--- src/hw/cachePkg.sv ---
package cachePkg;

  // Geometry, all byte addressed
  localparam int addrBits   = 16;
  localparam int wordBytes  = 4;   // One request word
  localparam int lineBytes  = 16;  // Four words per line
  localparam int numSets    = 16;

  localparam int offsetBits = $clog2(lineBytes);
  localparam int setBits    = $clog2(numSets);
  localparam int tagBits    = addrBits - setBits - offsetBits;

  // Backing memory cycles per access
  localparam int memLatency = 4;

  //////////////////////////////
  // Shared types
  typedef logic [addrBits-1:0]         addrT;
  typedef logic [tagBits-1:0]          tagT;
  typedef logic [setBits-1:0]          setT;
  typedef logic [8*wordBytes-1:0]      wordT;
  typedef logic [wordBytes-1:0]        byteEnT;
  typedef logic [8*lineBytes-1:0]      lineT;
  typedef logic [tagBits+setBits-1:0]  lineAddrT;  // Tag above set
  typedef logic [lineBytes-1:0]        lineMaskT;  // One bit per line byte

endpackage

--- src/hw/memArbiter.sv ---
`timescale 1ns/1ps

module memArbiter (
  input  logic               clk,
  input  logic               reset,
  input  logic               req0,
  input  logic               write0,
  input  cachePkg::lineAddrT lineAddr0,
  input  cachePkg::lineT     wdata0,
  input  logic               req1,
  input  logic               write1,
  input  cachePkg::lineAddrT lineAddr1,
  input  cachePkg::lineT     wdata1,
  input  logic               memDoneIn,
  input  cachePkg::lineT     memRdataIn,
  output logic               done0,
  output logic               done1,
  output cachePkg::lineT     rdata0,
  output cachePkg::lineT     rdata1,
  output logic               memReqOut,
  output logic               memWriteOut,
  output cachePkg::lineAddrT memLineAddrOut,
  output cachePkg::lineT     memWdataOut
);

  logic grant0, grant1;
  logic lastServed;  // Cache served most recently

  // Grant held for a whole transaction, round robin on conflict
  always_ff @(posedge clk) begin
    if (reset) begin
      grant0     <= 1'b0;
      grant1     <= 1'b0;
      lastServed <= 1'b1;  // Cache 0 goes first
    end else if (grant0 | grant1) begin
      if (memDoneIn) begin
        grant0     <= 1'b0;
        grant1     <= 1'b0;
        lastServed <= grant1;
      end
    end else if (req0 & (~req1 | lastServed)) begin
      grant0 <= 1'b1;
    end else if (req1) begin
      grant1 <= 1'b1;
    end
  end

  // Bus mux
  assign memReqOut      = (grant0 & req0) | (grant1 & req1);
  assign memWriteOut    = grant1 ? write1 : write0;
  assign memLineAddrOut = grant1 ? lineAddr1 : lineAddr0;
  assign memWdataOut    = grant1 ? wdata1 : wdata0;

  // Completion only to the owner
  assign done0  = memDoneIn & grant0;
  assign done1  = memDoneIn & grant1;
  assign rdata0 = grant0 ? memRdataIn : '0;
  assign rdata1 = grant1 ? memRdataIn : '0;

endmodule

--- config.mk ---
export PLATFORM = sky130hd
export DESIGN_NAME = memArbiter
export DESIGN_NICKNAME = d
export VERILOG_FILES = /design/src/hw/cachePkg.sv /design/src/hw/memArbiter.sv
export SDC_FILE = /design/constraint.sdc
export NUM_CORES = 1
export LEC_CHECK = 0
export BUFFER_PORTS_ARGS = -buffer_cell sky130_fd_sc_hd__buf_2
export CAP_MARGIN = 5
export CORE_AREA = 2 2 321 323
export CTS_CLUSTER_DIAMETER = 60
export DETAILED_ROUTE_END_ITERATION = 7
export DIE_AREA = 0 0 323 325
export PLACE_DENSITY = 0.3
export SLEW_MARGIN = 10
export SYNTH_ARGS = -nofsm -noshare
export SYNTH_HDL_FRONTEND = slang
export SYNTH_SLANG_ARGS = --single-unit
--- constraint.sdc ---
create_clock -name clk -period 1.2 [get_ports clk]
set_input_delay 0.12 -clock clk [delete_from_list [all_inputs] [get_ports clk]]
set_output_delay 0.12 -clock clk [all_outputs]
set_load 0.1 [all_outputs]
# [Word-level counts from Yosys, hierarchy flattened]
# Cells that the tools add are included.
[word_totals] latch_bits=0 n_memories=0 ram_bits=0 reg_bits=3 mem_bits_ro=0 out_inout_bits=400
[op_classes] shifts=0 reduce_logical=5 magnitude_cmp=0 n_mux=11 div_mod_pow=0 n_addsub=0 multipliers=0 eq_ne=2 bitwise=9
[ops] cell="2-to-1 mux 128 bit" n=3
[ops] cell="2-to-1 mux 12 bit" n=1
[ops] cell="2-to-1 mux 1 bit" n=7
[ops] cell="bitwise AND 1 bit" n=5
[ops] cell="!= test 2 bit (second input constant)" n=2
[ops] cell="AND reduction 2 bit" n=2
[ops] cell="nonzero test 2 bit" n=2
[ops] cell="bitwise OR 1 bit" n=3
[ops] cell="AND reduction 3 bit" n=1
[ops] cell="NOT 1 bit" n=1

# [Logic depth before layout (Yosys ltp)]
[depth] word_depth=5 ltp_mapped=3 depth_no_buf=2

# [Worst setup path after synthesis]
# Ideal clock, no wire load.
[synth_path] path_kind="flip-flop to output port" startpoint="reg grant0" endpoint="out rdata0[100]" required_time_ns=1.080 t_arrival_ns=1.452 stages_incl_launch_ff=4 slack_ns=-0.372 n_path_buf=2 cell_sequence="dfxtp_1 buf_2 buf_2 and2_1"
[synth_between] elab_chain_cells=1
[synth_rtl] item="from (decl)" line="memArbiter.sv:26" text="logic grant0, grant1;"
[synth_rtl] item="from (signal assigned)" line="memArbiter.sv:32" text="grant0 <= 1'b0;"
[synth_rtl] item="from (signal assigned)" line="memArbiter.sv:37" text="grant0 <= 1'b0;"
[synth_rtl] item="from (signal assigned)" line="memArbiter.sv:42" text="grant0 <= 1'b1;"
[synth_rtl] item="2-to-1 mux 128 bit" line="memArbiter.sv:57" text="assign rdata0 = grant0 ? memRdataIn : '0;"
[synth_rtl] item="to (decl)" line="memArbiter.sv:18" text="output cachePkg::lineT rdata0,"
# Every way passes these cells.

# [Worst setup path after layout]
[layout_path] startpoint="reg grant1" endpoint="out memWdataOut[109]"
[layout_between] elab_chain_cells=1
[layout_rtl] item="from (decl)" line="memArbiter.sv:26"
[layout_rtl] item="from (signal assigned)" line="memArbiter.sv:33" text="grant1 <= 1'b0;"
[layout_rtl] item="from (signal assigned)" line="memArbiter.sv:38" text="grant1 <= 1'b0;"
[layout_rtl] item="from (signal assigned)" line="memArbiter.sv:44" text="grant1 <= 1'b1;"
[layout_rtl] item="2-to-1 mux 128 bit" line="memArbiter.sv:52" text="assign memWdataOut = grant1 ? wdata1 : wdata0;"
[layout_rtl] item="to (decl)" line="memArbiter.sv:23" text="output cachePkg::lineT memWdataOut"
# Every way passes these cells.

==> impl_metrics.csv <==
group,metric,value,unit
critical_path,crit_arrival,1.62,ns
die,die_w,323,um
drt,drcViolationCount,0,
cells_and_area,nets,1753,
pwr,power_frac_clock,0.034,
cells_and_area,multi_input_area,4410,um2
grt,antenna_found_initial,30,
sta,relSlewSlack,0.852,
cells_and_area,postLayoutCellArea,18000,um2
pwr,totalPowerFinal,0.0156,W
cells_and_area,fin_cells,2710,
run_status,status,"finished, violations left",
cells_and_area,final_common_cell,"buf_2",
critical_path,slowest_delay,0.38,ns
synth,synth_cell_type_count,18,
place,placed_area,16000,um2
pwr,swShare,0.590,
cts,cts_made_buffers,3,
worst_hold_path,holdPathStages,2,
sta,setup_violations,403,
die,dieHeight,325,um
pwr,p_leak,8.09,nW
cells_and_area,most-common-layout-cells,"buf_2, buf_12, and2_4",
sta,rsz0062_at_grt,"true",
drt,vias,7092,
drt,drt_pass1_iterations,4,
grt,overflow,0,
critical_path,r2r_cells,5,
grt,grt_use_met3,0.0268,
cells_and_area,seqCellArea,67.6,um2
synth,syn_area,3650,um2
critical_path,cp-start-kind,"flip-flop",
sta,finClkSkew,0.00317,ns
pwr,irDropWorstVdd,471,uV
synth,yosys_register_bits,3,
pwr,p_switching,0.00921,W
critical_path,rrSetupSlack,-0.34,ns
critical_path,crit_required,1.08,ns
cts,root_buffer,"clkbuf_16",
pwr,p_seq_frac,0.008,
drt,viasPerCell,2.62,
cts,cts.path.max_buffers,2,
place,place_inst,2643,
cts,cts_tree,"built",
critical_path,cp_common_cell,"buf_12",
sta,timing.final.hold_violations,0,
synth,yosysSeqAreaShare,0.0164,
place,numPortBuffers,814,
synth,synthCells,457,
flow_run,maxCapViolCount,0,
sta,slew_viol_final,0,
cts,clock_latency,0.23,ns
drt,antenna_left,0,
sta,worst_slew_pin_slew,0.221,ns
sta,timing.hold.ws,0.189,ns
grt,grt_pass1_wl,71100,um
sta,finalCriticalPeriod,1.74,ns
place,gp_congestion,0.853,
die,die_area,105000,um2
grt,grt_pass1_vias,7538,
grt,met1_usage,0.115,
die,start_util,0.0360,
grt,grt_max_degree,33,
drt,wirelength,57100,um
sta,worst_slack,-0.542,ns
cells_and_area,fillers,11200,
pwr,cellPowerDensity,868,nW/um2
critical_path,slowest_stage,"dfxtp_4",
critical_path,path_cells,"buf_12 -> buf_12 -> buf_12 -> mux2_4 -> buf_12",
synth,postSynthAreaPerCell,7.99,um2
critical_path,end_kind,"output pin",
grt,busiest_layer,"met2",
grt,use_met2,0.190,
pwr,internal-power,0.00641,W
die,core.rowCount,117,
critical_path,critical_path_class,"flip-flop to output pin",
die,core-area,101000,um2
run_status,violations,"negative setup slack",
critical_path,critPathMaxFanout,17,
cells_and_area,final_core_utilization,0.178,
cts,h-tree-depth,1,
cells_and_area,layout-drive-gt1-share,0.993,
pwr,p_comb_frac,0.957,
worst_hold_path,hold_path_class,"input port to flip-flop",
cells_and_area,area_delta_synth_final,393,%
drt,wl_per_cell,21.1,um
cts,clock_sinks,3,
synth,yosys_warnings,0,
die,pin_count,815,
sta,period_share,1.45,
sta,fmaxAchievable,574,MHz
synth,synthesis.nets,872,
grt,grt.total_usage,0.0998,
place,hpwl,50300,um
cts,cts.clk_slew.worst_paths,0.03,ns
drt,drt_iter0_drc,167,
power groups by stage:
stage | combinational (W) | clock (W) | sequential [W]
floorplan | 0.00848 | 0 | 0.000119
global placement | 0.0137 | 0 | 0.000145
detailed placement | 0.0137 | 0 | 0.000145
CTS | 0.0146 | 0.000545 | 0.000125
global route | 0.0154 | 0.000557 | 0.000129
finish | 0.0150 | 0.000537 | 0.000128
timing repair:
action,in CTS,in global routing
gates cloned,12,9
resized for setup,163,140
endpoints found under the setup margin,403,403
pin swaps,2,4
hold buffers,0,0
setup buffers,35,10
cell families (layout without fill, tap and decap cells):
logic type,count (synthesis),after routing,share of synthesized area
buf+inv,46,926,0.0881
simple gates,263,263,0.451
other cells,0,5,0
mux,141,141,0.435
compound gates,4,4,0.00925
flops,3,3,0.0165
critical path: cells and delay by family (launching register included):
kind / cells / cell delay (ns)
buffers and inverters: 4 / 0.65
flip-flops: 1 / 0.38
multiplexers: 1 / 0.32
state kept, by name (all words and copies together), names as in the netlist:
name / count
grant1: 1
grant0: 1
lastServed: 1
layer usage:
metal	wire length, um	vias to the layer above
met3	4650	50
met2	30000	466
li1	-	3264
met5	49	-
met1	21900	3304
met4	518	8
final timing paths:
check	start	end
hold / removal	reset	grant0
setup reg to reg	grant1	grant0
hold reg to reg	lastServed	lastServed
setup / recovery	grant1	memWdataOut[109]
through the flow:
step / setup slack, ns / setup TNS, ns
3_3_place_gp: -0.372 / -62.69
6_report: -0.542 / -145.39
2_1_floorplan: -0.126 / -6.37
5_1_grt: -0.594 / -164.75
3_5_place_dp: -0.393 / -66.74
4_1_cts: -0.581 / -157.32
cell type report:
class                   count  area share
well taps                1368      0.0952
repair buffers            920       0.650
clock buffers               4     0.00438
multi-input cells         408       0.245
inverters                   2    0.000626
diodes                      5    0.000696
flip-flops and latches      3     0.00376
cells in the mapped netlist:
| library cell | n | area (um2) |
|---|---|---|
| buf_6 | 15 | 169 |
| inv_1 | 2 | 7.51 |
| buf_2 | 19 | 95.1 |
| a22o_1 | 1 | 8.76 |
| clkbuf_2 | 7 | 35.0 |
| nor2b_1 | 1 | 6.26 |
| buf_4 | 1 | 7.51 |
| mux2_2 | 141 | 1590 |
| a21o_1 | 1 | 7.51 |
| dfxtp_1 | 3 | 60.1 |
| nand2_1 | 2 | 7.51 |
| clkbuf_1 | 2 | 7.51 |
| o32ai_1 | 1 | 8.76 |
| a211o_1 | 1 | 8.76 |
| nor4b_1 | 1 | 8.76 |
| nor3b_1 | 1 | 7.51 |
| and2_1 | 257 | 1610 |
| or4b_1 | 1 | 10.0 |
No activity file was read; power rests on OpenSTA's default activity.
