<file path="src/hw/cachePkg.sv">
package cachePkg;

  // Geometry, all byte addressed
  localparam int addrBits   = 16;
  localparam int wordBytes  = 4;   // One request word
  localparam int lineBytes  = 16;  // Four words per line
  localparam int numSets    = 16;

  localparam int offsetBits = $clog2(lineBytes);
  localparam int setBits    = $clog2(numSets);
  localparam int tagBits    = addrBits - setBits - offsetBits;

  // Backing memory cycles per access
  localparam int memLatency = 4;

  //////////////////////////////
  // Shared types
  typedef logic [addrBits-1:0]         addrT;
  typedef logic [tagBits-1:0]          tagT;
  typedef logic [setBits-1:0]          setT;
  typedef logic [8*wordBytes-1:0]      wordT;
  typedef logic [wordBytes-1:0]        byteEnT;
  typedef logic [8*lineBytes-1:0]      lineT;
  typedef logic [tagBits+setBits-1:0]  lineAddrT;  // Tag above set
  typedef logic [lineBytes-1:0]        lineMaskT;  // One bit per line byte

endpackage

</file>
<file path="src/hw/cacheWay.sv">
`timescale 1ns/1ps

module cacheWay (
  input  logic               clk,
  input  logic               reset,
  input  logic               cacheEn,         // Enables RAM and status reads
  input  cachePkg::setT      set,
  input  cachePkg::tagT      lookupTag,
  input  cachePkg::lineT     lineWriteData,
  input  cachePkg::lineMaskT lineByteMask,
  input  logic               setValid,        // Fill completes into the victim
  input  logic               setDirty,        // Write hit
  input  logic               clearDirty,
  input  logic               victimWay,       // LRU picked this way
  input  logic               selWriteback,
  input  logic               invalidate,
  output cachePkg::lineT     readDataLineWay,
  output logic               hitWay,
  output logic               validWay,
  output logic               dirtyWay,
  output cachePkg::tagT      tagWay
);

  import cachePkg::*;

  logic [numSets-1:0] validBits;
  logic [numSets-1:0] dirtyBits;
  tagT                readTag;
  lineT               readLine;
  lineT               bitMask;
  lineMaskT           finalByteMask;
  logic               dirtyRead;
  logic               selData;
  logic               setValidWay, setDirtyWay, clearDirtyWay;

  //////////////////////////////
  // Way select and write enables
  assign selData       = (setValid | selWriteback) ? victimWay : hitWay;
  assign setValidWay   = setValid & selData;
  assign setDirtyWay   = setDirty & selData;
  assign clearDirtyWay = clearDirty & selData;

  assign finalByteMask = setValidWay ? '1 : lineByteMask;  // Fill writes the whole line

  always_comb begin
    for (int b = 0; b < lineBytes; b++) begin
      bitMask[8*b +: 8] = {8{finalByteMask[b]}};  // Byte enable to bit mask
    end
  end

  //////////////////////////////
  // Tag and data arrays
  sramArray #(.dataT(tagT), .depth(numSets)) tagMem (
    .clk, .ce(cacheEn), .addr(set), .we(setValidWay),
    .wmask('1), .din(lookupTag), .dout(readTag)
  );

  sramArray #(.dataT(lineT), .depth(numSets)) dataMem (
    .clk, .ce(cacheEn), .addr(set), .we(setValidWay | setDirtyWay),
    .wmask(bitMask), .din(lineWriteData), .dout(readLine)
  );

  //////////////////////////////
  // Valid and dirty state
  always_ff @(posedge clk) begin
    if (reset) begin
      validBits <= '0;
      validWay  <= 1'b0;
    end else begin
      if (cacheEn) validWay <= validBits[set];  // Aligned with RAM read
      if (invalidate) validBits <= '0;          // Global clear
      else if (setValidWay) validBits[set] <= 1'b1;
    end
  end

  always_ff @(posedge clk) begin
    if (cacheEn) dirtyRead <= dirtyBits[set];
    if (setDirtyWay | clearDirtyWay) dirtyBits[set] <= setDirtyWay;  // Set wins
  end

  // Hit compare and AND half of the way mux
  assign hitWay          = validWay & (readTag == lookupTag);
  assign readDataLineWay = selData ? readLine : '0;
  assign tagWay          = victimWay ? readTag : '0;
  assign dirtyWay        = victimWay & dirtyRead & validWay;  // Invalid lines never write back

endmodule

</file>
<file path="src/hw/dataCache.sv">
`timescale 1ns/1ps

module dataCache (
  input  logic               clk,
  input  logic               reset,
  input  logic               invalidate,
  input  logic               reqValid,
  input  logic               reqWrite,
  input  cachePkg::addrT     reqAddr,
  input  cachePkg::wordT     reqWdata,
  input  cachePkg::byteEnT   reqByteEn,
  output logic               busy,
  output logic               rspValid,
  output cachePkg::wordT     rspRdata,
  output logic               memReq,
  output logic               memWrite,
  output cachePkg::lineAddrT memLineAddr,
  output cachePkg::lineT     memWdata,
  input  logic               memDone,
  input  cachePkg::lineT     memRdata
);

  import cachePkg::*;

  typedef enum logic [2:0] {idle, lookup, writeback, fill, relookup} stateT;

  stateT state, nextState;
  logic  tagReady;  // Second cycle of a lookup, RAM outputs valid

  // Latched request
  logic                                       writeQ;
  setT                                        setQ;
  tagT                                        tagQ;
  logic [offsetBits-$clog2(wordBytes)-1:0]    wordIdxQ;
  wordT                                       wdataQ;
  byteEnT                                     byteEnQ;

  logic [numSets-1:0] lru;  // Index of the way to evict next
  lineT     rdLine0, rdLine1, readLine, lineWriteData;
  tagT      tag0, tag1, victimTag;
  logic     hit0, hit1, valid0, valid1, dirty0, dirty1;
  logic     hit, victimDirty, victimSel;
  logic     inLookup, checking, hitNow, accept;
  logic     cacheEn, setValid, setDirty, clearDirty, selWriteback, invalidateEn;
  lineMaskT lineByteMask;

  assign inLookup = (state == lookup) | (state == relookup);
  assign checking = inLookup & tagReady;
  assign hitNow   = checking & hit;

  assign rspValid = hitNow;
  assign busy     = (state != idle) & ~rspValid;  // Drops with the response
  assign accept   = reqValid & ~busy;

  always_ff @(posedge clk) begin
    if (accept) begin
      writeQ   <= reqWrite;
      {tagQ, setQ} <= reqAddr[addrBits-1:offsetBits];
      wordIdxQ <= reqAddr[offsetBits-1:$clog2(wordBytes)];
      wdataQ   <= reqWdata;
      byteEnQ  <= reqByteEn;
    end
  end

  //////////////////////////////
  // Way control
  assign setDirty     = hitNow & writeQ;
  assign setValid     = (state == fill) & memDone;
  assign clearDirty   = ((state == writeback) & memDone) | setValid;  // Fresh or written back
  assign selWriteback = (state == writeback);
  assign invalidateEn = invalidate & (state == idle);
  assign cacheEn      = (inLookup & ~tagReady) | setDirty | setValid;

  // Prefer an empty way, otherwise evict by LRU
  assign victimSel = ~valid0 ? 1'b0 : (~valid1 ? 1'b1 : lru[setQ]);

  assign lineWriteData = setValid ? memRdata : {(lineBytes/wordBytes){wdataQ}};
  assign lineByteMask  = lineMaskT'(lineMaskT'(byteEnQ) << (wordIdxQ * wordBytes));

  cacheWay way0 (
    .clk, .reset, .cacheEn, .set(setQ), .lookupTag(tagQ), .lineWriteData, .lineByteMask,
    .setValid, .setDirty, .clearDirty, .victimWay(~victimSel), .selWriteback,
    .invalidate(invalidateEn), .readDataLineWay(rdLine0), .hitWay(hit0),
    .validWay(valid0), .dirtyWay(dirty0), .tagWay(tag0)
  );

  cacheWay way1 (
    .clk, .reset, .cacheEn, .set(setQ), .lookupTag(tagQ), .lineWriteData, .lineByteMask,
    .setValid, .setDirty, .clearDirty, .victimWay(victimSel), .selWriteback,
    .invalidate(invalidateEn), .readDataLineWay(rdLine1), .hitWay(hit1),
    .validWay(valid1), .dirtyWay(dirty1), .tagWay(tag1)
  );

  // OR half of the way mux
  assign readLine    = rdLine0 | rdLine1;
  assign victimTag   = tag0 | tag1;
  assign victimDirty = dirty0 | dirty1;
  assign hit         = hit0 | hit1;

  assign rspRdata = readLine[wordIdxQ*$bits(wordT) +: $bits(wordT)];

  // Memory side, steady for the whole state
  assign memReq      = (state == writeback) | (state == fill);
  assign memWrite    = (state == writeback);
  assign memLineAddr = memWrite ? {victimTag, setQ} : {tagQ, setQ};
  assign memWdata    = readLine;  // Victim line while writing back

  //////////////////////////////
  // Controller FSM
  always_comb begin
    nextState = state;
    case (state)
      idle:      if (accept) nextState = lookup;
      lookup, relookup: begin
        if (hitNow) nextState = accept ? lookup : idle;  // Back-to-back hits
        else if (checking) nextState = victimDirty ? writeback : fill;
      end
      writeback: if (memDone) nextState = fill;
      fill:      if (memDone) nextState = relookup;
      default:   nextState = idle;
    endcase
  end

  always_ff @(posedge clk) begin
    if (reset) begin
      state    <= idle;
      tagReady <= 1'b0;
      lru      <= '0;
    end else begin
      state    <= nextState;
      tagReady <= inLookup & ~tagReady & (nextState == state);
      if (hitNow) lru[setQ] <= hit0;  // Other way becomes LRU
    end
  end

endmodule

</file>
<file path="src/hw/sramArray.sv">
`timescale 1ns/1ps

module sramArray #(
  parameter type dataT = logic [7:0],
  parameter int  depth = 16
) (
  input  logic          clk,
  input  logic          ce,     // Enables read and write, dout holds when low
  input  cachePkg::setT addr,
  input  logic          we,
  input  dataT          wmask,  // Bit-level write mask
  input  dataT          din,
  output dataT          dout
);

  dataT mem [depth];

  // Read returns old contents when writing the same entry
  always_ff @(posedge clk) begin
    if (ce) begin
      dout <= mem[addr];
      if (we) begin
        mem[addr] <= (mem[addr] & ~wmask) | (din & wmask);  // Merge masked bits only
      end
    end
  end

endmodule

</file>
<file path="config.mk">
export PLATFORM = sky130hd
export DESIGN_NAME = dataCache
export DESIGN_NICKNAME = d
export VERILOG_FILES = /design/src/hw/cachePkg.sv /design/src/hw/cacheWay.sv /design/src/hw/dataCache.sv /design/src/hw/sramArray.sv
export SDC_FILE = /design/constraint.sdc
export NUM_CORES = 2
export LEC_CHECK = 0
export BUFFER_PORTS_ARGS = -buffer_cell sky130_fd_sc_hd__buf_4
export CAP_MARGIN = 10
export CORE_MARGIN = 1.5
export CORE_UTILIZATION = 45
export DETAILED_ROUTE_END_ITERATION = 6
export GPL_TIMING_DRIVEN = 0
export HOLD_SLACK_MARGIN = 0.08
export PLACE_DENSITY = 0.68
export RECOVER_POWER = 25
export SYNTH_ARGS = -nofsm -noshare
export SYNTH_HDL_FRONTEND = slang
export SYNTH_MEMORY_MAX_BITS = 65536
export SYNTH_SLANG_ARGS = --single-unit
</file>
<file path="constraint.sdc">
create_clock -name clk -period 11.5 [get_ports clk]
set_input_delay 0.575 -clock clk [delete_from_list [all_inputs] [get_ports clk]]
set_output_delay 0.575 -clock clk [all_outputs]
set_load 0.02 [all_outputs]
</file>
Word-level counts from Yosys, hierarchy flattened
Memory sizes are Yosys's and may differ from the RTL's. A register that Yosys moved wholly into a read port is not among the register bits.
Cells that the tools add are included.
Operators by class
  magnitude comparators: 2
  bitwise gates (word level): 50
  shift operators: 2
  multiplexer cells: 49
  reductions and logical operators: 5
  equal/unequal tests: 7
Operators with widths (count)
  $and 128x128->128: 4
  $mux 128: 3
  $or 128x128->128: 3
  $not 128->128: 2
  $shiftx 128x8->32: 1
  $bwmux 16: 3
  $mux 16: 2
  $or 16x16->16: 2
  $mux 1: 24
  $and 1x1->1: 22
  $bmux 1 s4: 5
  $eq 8x8->1: 2
  $mux 8: 2
  $shl 4x4->16: 1
  $mux 3: 5
  $mux 12: 1
  $or 1x1->1: 12
  $pmux 3 s4: 1
  $mux 4: 2
  $or 8x8->8: 1
  $eq 3x2->1 const B: 2
  $lt 4x5->1 const B: 1
  $demux 1 s4: 1
  $ge 4x1->1 const B: 1
  other kinds (8): 12
Storage, ports and cells
  RAM bits: 4352
  memories kept: 4
  flip-flop bits (word level): 395
  logic and storage cells: 138
  bits of input ports: 186
Memories
  way0.dataMem.mem: words 16, bits a word 128, rd ports 1, clocked after Yosys merged registers in 1, write ports 1, RTL line sramArray.sv:16  | dataT mem [depth];
  way1.dataMem.mem: words 16, bits a word 128, rd ports 1, clocked after Yosys merged registers in 1, write ports 1, RTL line sramArray.sv:16
  way0.tagMem.mem: words 16, bits a word 8, rd ports 1, clocked after Yosys merged registers in 1, write ports 1, RTL line sramArray.sv:16
  way1.tagMem.mem: words 16, bits a word 8, rd ports 1, clocked after Yosys merged registers in 1, write ports 1, RTL line sramArray.sv:16

Depth between registers and ports, before layout
  depth in word-level cells: 14
  gate-level depth with buffers: 11
  gate-level depth less buffers: 7

Cells and area by module
Synthesis repeated with hierarchy kept, for this count alone.
Second synthesis, totals
  cells, all modules: 10420
  area, all modules: 195782.8 um^2
Modules (own cells, without submodules)
  sramArray at way1.dataMem: times used 1, cells each 4229, area an instance 86539.2 um^2
  sramArray at way0.dataMem: times used 1, cells each 4229, area an instance 86534.2 um^2
  sramArray at way0.tagMem ...: times used 2, cells each 301, area an instance 5651.7 um^2
  dataCache: times used 1, cells each 714, area an instance 5858.1 um^2
  cacheWay: times used 2, cells each 323, area an instance 2773.9 um^2

Worst setup path after synthesis
No wires, ideal clock.
  kind: reg-to-reg
  start: register tagQ[1]
  end: memory way1.dataMem.mem[11][0] (netlist bit), enable pin
  setup time: 617 ps
  data arrival time: 7777 ps
  path buffers: 3
  setup slack: 3106 ps
  cell stages (with the launch flop): 11
  required time: 10883 ps
  cell sequence: edfxtp_1 -> xnor2_1 -> nand4_1 -> or3_1 -> clkbuf_1 -> a21o_1 -> clkbuf_1 -> nor2_1 -> o21ai_1 -> clkbuf_1 -> nor2_1
On the way
  cells in the longest elaborated chain, start to end: 10
RTL lines
  start, declared: RTL line dataCache.sv:33  | tagT tagQ;
  start signal, assigned: RTL line dataCache.sv:58  | {tagQ, setQ} <= reqAddr[addrBits-1:offsetBits];
  $eq 8x8->1: RTL line cacheWay.sv:82  | assign hitWay = validWay & (readTag == lookupTag);
  $and 1x1->1: RTL line cacheWay.sv:82
  $or 1x1->1: RTL line dataCache.sv:98  | assign hit = hit0 | hit1;
  $and 1x1->1: RTL line dataCache.sv:49  | assign hitNow = checking & hit;
  $and 1x1->1: RTL line dataCache.sv:67  | assign setDirty = hitNow & writeQ;
  $and 1x1->1: RTL line cacheWay.sv:40  | assign setDirtyWay = setDirty & selData;
  $or 1x1->1: RTL line cacheWay.sv:59  | .clk, .ce(cacheEn), .addr(set), .we(setValidWay | setDirtyWay),
  $mux 1: RTL line sramArray.sv:22  | if (we) begin
  $mux 1 *: RTL line sramArray.sv:20  | if (ce) begin
  $mux 1 (implied by the code) *: RTL line sramArray.sv:23  | mem[addr] <= (mem[addr] & ~wmask) | (din & wmask);
  end, declared: RTL line sramArray.sv:16
Mark *: on every way between the ends. The rest lies on a longest branch, timed or not.

Final worst setup path
  start: register tagQ[2]
  end: output rspRdata[4]
On the way
  cells in the longest elaborated chain, start to end: 6
RTL lines
  $eq 8x8->1: RTL line cacheWay.sv:82
  $and 1x1->1: RTL line cacheWay.sv:82
  $mux 1: RTL line cacheWay.sv:38  | assign selData = (setValid | selWriteback) ? victimWay : hitWay;
  $mux 128: RTL line cacheWay.sv:83  | assign readDataLineWay = selData ? readLine : '0;
  $or 128x128->128 *: RTL line dataCache.sv:95  | assign readLine = rdLine0 | rdLine1;
  $shiftx 128x8->32 *: RTL line dataCache.sv:100  | assign rspRdata = readLine[wordIdxQ*$bits(wordT) +: $bits(wordT)];
  end, declared: RTL line dataCache.sv:14  | output cachePkg::wordT rspRdata,
Marks and branches as above.

==> impl_metrics.env <==
export IMPL_status="finished with violations"
export IMPL_violations="DRC, capacitance limit, slew limit"
export IMPL_netlist_instances=8069
export IMPL_post_cts_buffers=0
export IMPL_grt_max_degree=60
export IMPL_rows=235
export IMPL_power_density_nw_per_um2=184
export IMPL_syn_nets=8255
export IMPL_path_class="flop to primary output"
export IMPL_drt_iter0_markers=17400
export IMPL_syn_area_per_cell_um2=22.9
export IMPL_r2r_start="state[2]$_SDFF_PP0_"
export IMPL_num_vias=100000
export IMPL_wirelength_um=628000
export IMPL_period_needed_ps=10080
export IMPL_required_ps=10930
export IMPL_total_power_uw=39900
export IMPL_synth_ff_type="edfxtp_1"
export IMPL_pwr_share_seq_pct=51.0
export IMPL_holdCritStartpoint="reqWdata[3]"
export IMPL_antenna_found_initial=86
export IMPL_setup_violations=0
export IMPL_grt_ovfl_total=0
export IMPL_max_cap_violations=21
export IMPL_ant_nets=0
export IMPL_grt_usage_pct=30.0
export IMPL_clk_pin_slew_worst_paths_ps=70
export IMPL_cts_buffer_depth=4
export IMPL_worstSkewPairLatency_ps=1060
export IMPL_syn_area_um2=185000
export IMPL_pin_count=362
export IMPL_nets=9492
export IMPL_initial_utilization_pct=45.2
export IMPL_ys_ff_latch=4767
export IMPL_die_h_um=644
export IMPL_fin_tns_setup_ps=0
export IMPL_worst_hold_path_type="input port to flop"
export IMPL_cts_resized=0
export IMPL_placed_area_um2=201000
export IMPL_tightest_slew_ps=4020
export IMPL_max_stage_delay_ps=1530
export IMPL_grt_pass1_vias=95600
export IMPL_async_reset_ff_share_pct=0
export IMPL_synth_seq_area_share_pct=77.1
export IMPL_fin_area_um2=217000
export IMPL_dieArea_um2=415000
export IMPL_worstSetupEndpointType="primary output"
export IMPL_grt_pass1_wl_um=836000
export IMPL_portBuffers=359
export IMPL_core_um2=409000
export IMPL_wl_per_cell_um=41.2
export IMPL_drv_slew=376
export IMPL_crit_fanout=19
export IMPL_first_pass_iters=6
export IMPL_netSwitchingFraction_pct=24.4
export IMPL_root_buffer="clkbuf_16"
export IMPL_cp_start_kind="flop"
export IMPL_synthTopCellsByArea="edfxtp_1 77%, mux4_2 16%, mux2_2 1.1%"
export IMPL_utilization_pct=52.9
export IMPL_die_x_um=644
export IMPL_clock_sinks=4767
export IMPL_crit_chain="clkbuf_1 > xnor2_1 > nand4_1 > nor2_1 > a41oi_1 > nand2_1 > buf_2 > buf_1 > a22oi_1 > o211ai_1 > buf_4"
export IMPL_combPwrFrac_pct=10.8
export IMPL_synth_edf_count=4709
export IMPL_yosysWarnings=0
export IMPL_htree_levels=5
export IMPL_tritoncts="built"
export IMPL_cts_buffers=460
export IMPL_startpoint="tagQ[2]$_DFFE_PN_"
export IMPL_power_switching_uw=9760
export IMPL_cp_arrival_ps=9510
export IMPL_synth_top_area_share_pct=76.5
export IMPL_rsz0062_at_grt="no"
export IMPL_gp_congestion=1.00
export IMPL_relSlewSlack_pct=-168
export IMPL_critPathSlowestCell="a41oi_1"
export IMPL_yosysUniqueCellTypes=60
export IMPL_power_share_clock_pct=38.3
export IMPL_max_freq_mhz=99.2
export IMPL_report_final_hold_viol_count=0
export IMPL_via_per_inst=6.57
export IMPL_dp_hpwl_um=439000
export IMPL_drive_gt1_share_pct=29.5
export IMPL_intPower_uw=30200
export IMPL_peakVddDrop_uv=163
export IMPL_finalCritPeriodShare_pct=87.7
export IMPL_syn2layout_area_growth_pct=17.2
export IMPL_finClkSkew_ps=98.8
export IMPL_yosysTopAreaCell="edfxtp_1"
export IMPL_drcViolationCount=2
export IMPL_p_leak_uw=0.0682
sequential cells by signal (all words and copies together) (netlist names), 2 cells and up, named ones only:
register / flops
way0.dataMem.mem: 2048
way1.dataMem.mem: 2048
way0.dataMem.dout: 128
way0.tagMem.mem: 128
way1.dataMem.dout: 128
way1.tagMem.mem: 128
wdataQ: 32
lru: 16
way0.dirtyBits: 16
way0.validBits: 16
way1.dirtyBits: 16
way1.validBits: 16
tagQ: 8
way0.tagMem.dout: 8
way1.tagMem.dout: 8
byteEnQ: 4
setQ: 4
state: 3
wordIdxQ: 2
synth_stat cells, drive strengths merged (2+ instances only):
cell	instances
a21boi	32
mux2	275
mux4	1333
o21ai	83
a21oi	42
a221o	2
a31oi	30
xnor2	17
o211ai	30
or2	32
nand3	14
nor4	3
o22ai	2
nor2b	30
a211oi	59
or3	17
nand4	2
edfxtp	4709
dfxtp	58
mux2i	71
o2111ai	2
nand3b	2
a22o	68
nand2	377
a41o	2
clkbuf	324
inv	44
o21a	36
and3	2
o221ai	2
buf	107
a21o	2
nor3	20
a221oi	34
a22oi	31
nand2b	29
and2	34
nor2	104
cells by family (layout without fill, tap and decap cells):
family	count (synthesis)	in the layout	share of synthesized area (%)
AOI/OAI and AO/OA	462	462	1.86
xor gates and xnor gates	18	18	0.0853
buffers and inverters	475	2106	1.01
DFF	4767	4767	77.1
muxes	1679	1679	18.3
other	0	92	0
and+or+nand+nor	668	668	1.61
routing by layer:
layer / share of wire (%) / up-vias / wire length [um] / track usage [%]
li1: - / 37000 / - / -
met1: 32 / 52700 / 201000 / 36.5
met2: 45 / 8620 / 286000 / 45.4
met3: 12 / 1795 / 76500 / 7.60
met4: 10 / 26 / 64500 / 25.1
met5: 0.035 / - / 218 / 0
cell type report:
cell class / instances / area [um^2]
Antenna cell: 92 / 230
Fill cell: 30600 / 193000
Buffer: 431 / 1670
Timing Repair Buffer: 775 / 9470
Multi-Input combinational cell: 2827 / 40600
Clock inverter: 304 / 3080
Sequential cell: 4767 / 143000
Inverter: 44 / 165
Clock buffer: 552 / 11900
Tap cell: 5451 / 6820
placed cells by master (no fill, tap or decap), types with 36 or more instances in the layout:
cell	n
buf_12	198
buf_1	41
mux2_1	185
clkbuf_1	485
a21oi_1	38
dfxtp_1	58
o21ai_0	42
buf_16	42
clkinv_2	99
a22o_1	68
diode_2	92
a211oi_1	59
o21a_1	36
buf_8	41
clkinv_1	102
buf_4	309
mux2i_1	70
mux4_2	1333
edfxtp_1	4709
clkbuf_4	47
nor2_1	71
inv_1	44
bufinv_16	52
clkbuf_16	462
mux2_2	90
nand2_1	374
dlygate4sd3_1	56
power by group through the flow:
stage | clock (uW) | combinational, uW | sequential [uW]
5_1_grt | 15900 | 4450 | 20300
3_3_place_gp | 0 | 3940 | 20800
2_1_floorplan | 0 | 2430 | 20600
3_5_place_dp | 0 | 4180 | 20700
6_report | 15300 | 4300 | 20400
4_1_cts | 15300 | 4220 | 20300
worst paths after layout:
kind,end,slack (ps),cells after the start
worst max-delay path,rspRdata[4],1420,11
worst min-delay path,wdataQ[3]$_DFFE_PN_,300,2
worst max register to register,way0.dataMem.dout[53]$_DFFE_PN_,2970,8
worst min register to register,way0.validBits[5]$_SDFFE_PP0P_,470,1
per-stage QoR:
step                      setup WS (ps)  hold slack (ps)  instances
after global routing               1570              294      15200
after global placement            -8950              442      13900
after floorplan                    3110              435       8069
final                              1420              301      15200
after detailed placement           3730              452      14200
after CTS                          2680              253      15100
repair_timing:
| action | in CTS | in global routing |
|---|---|---|
| setup endpoints to repair | 0 | 0 |
| hold buffers | 56 | 0 |
| endpoints found under the hold margin | 61 | 0 |
critical path, delay by kind of cell, from the launching register on:
family	cells	cell delay, ps
XOR/XNOR	1	170
AO/OA/AOI/OAI	3	3550
flip-flops	1	700
buffers and inverters	4	2600
AND/OR/NAND/NOR	3	1410
No activity file was read; power rests on OpenSTA's default activity.
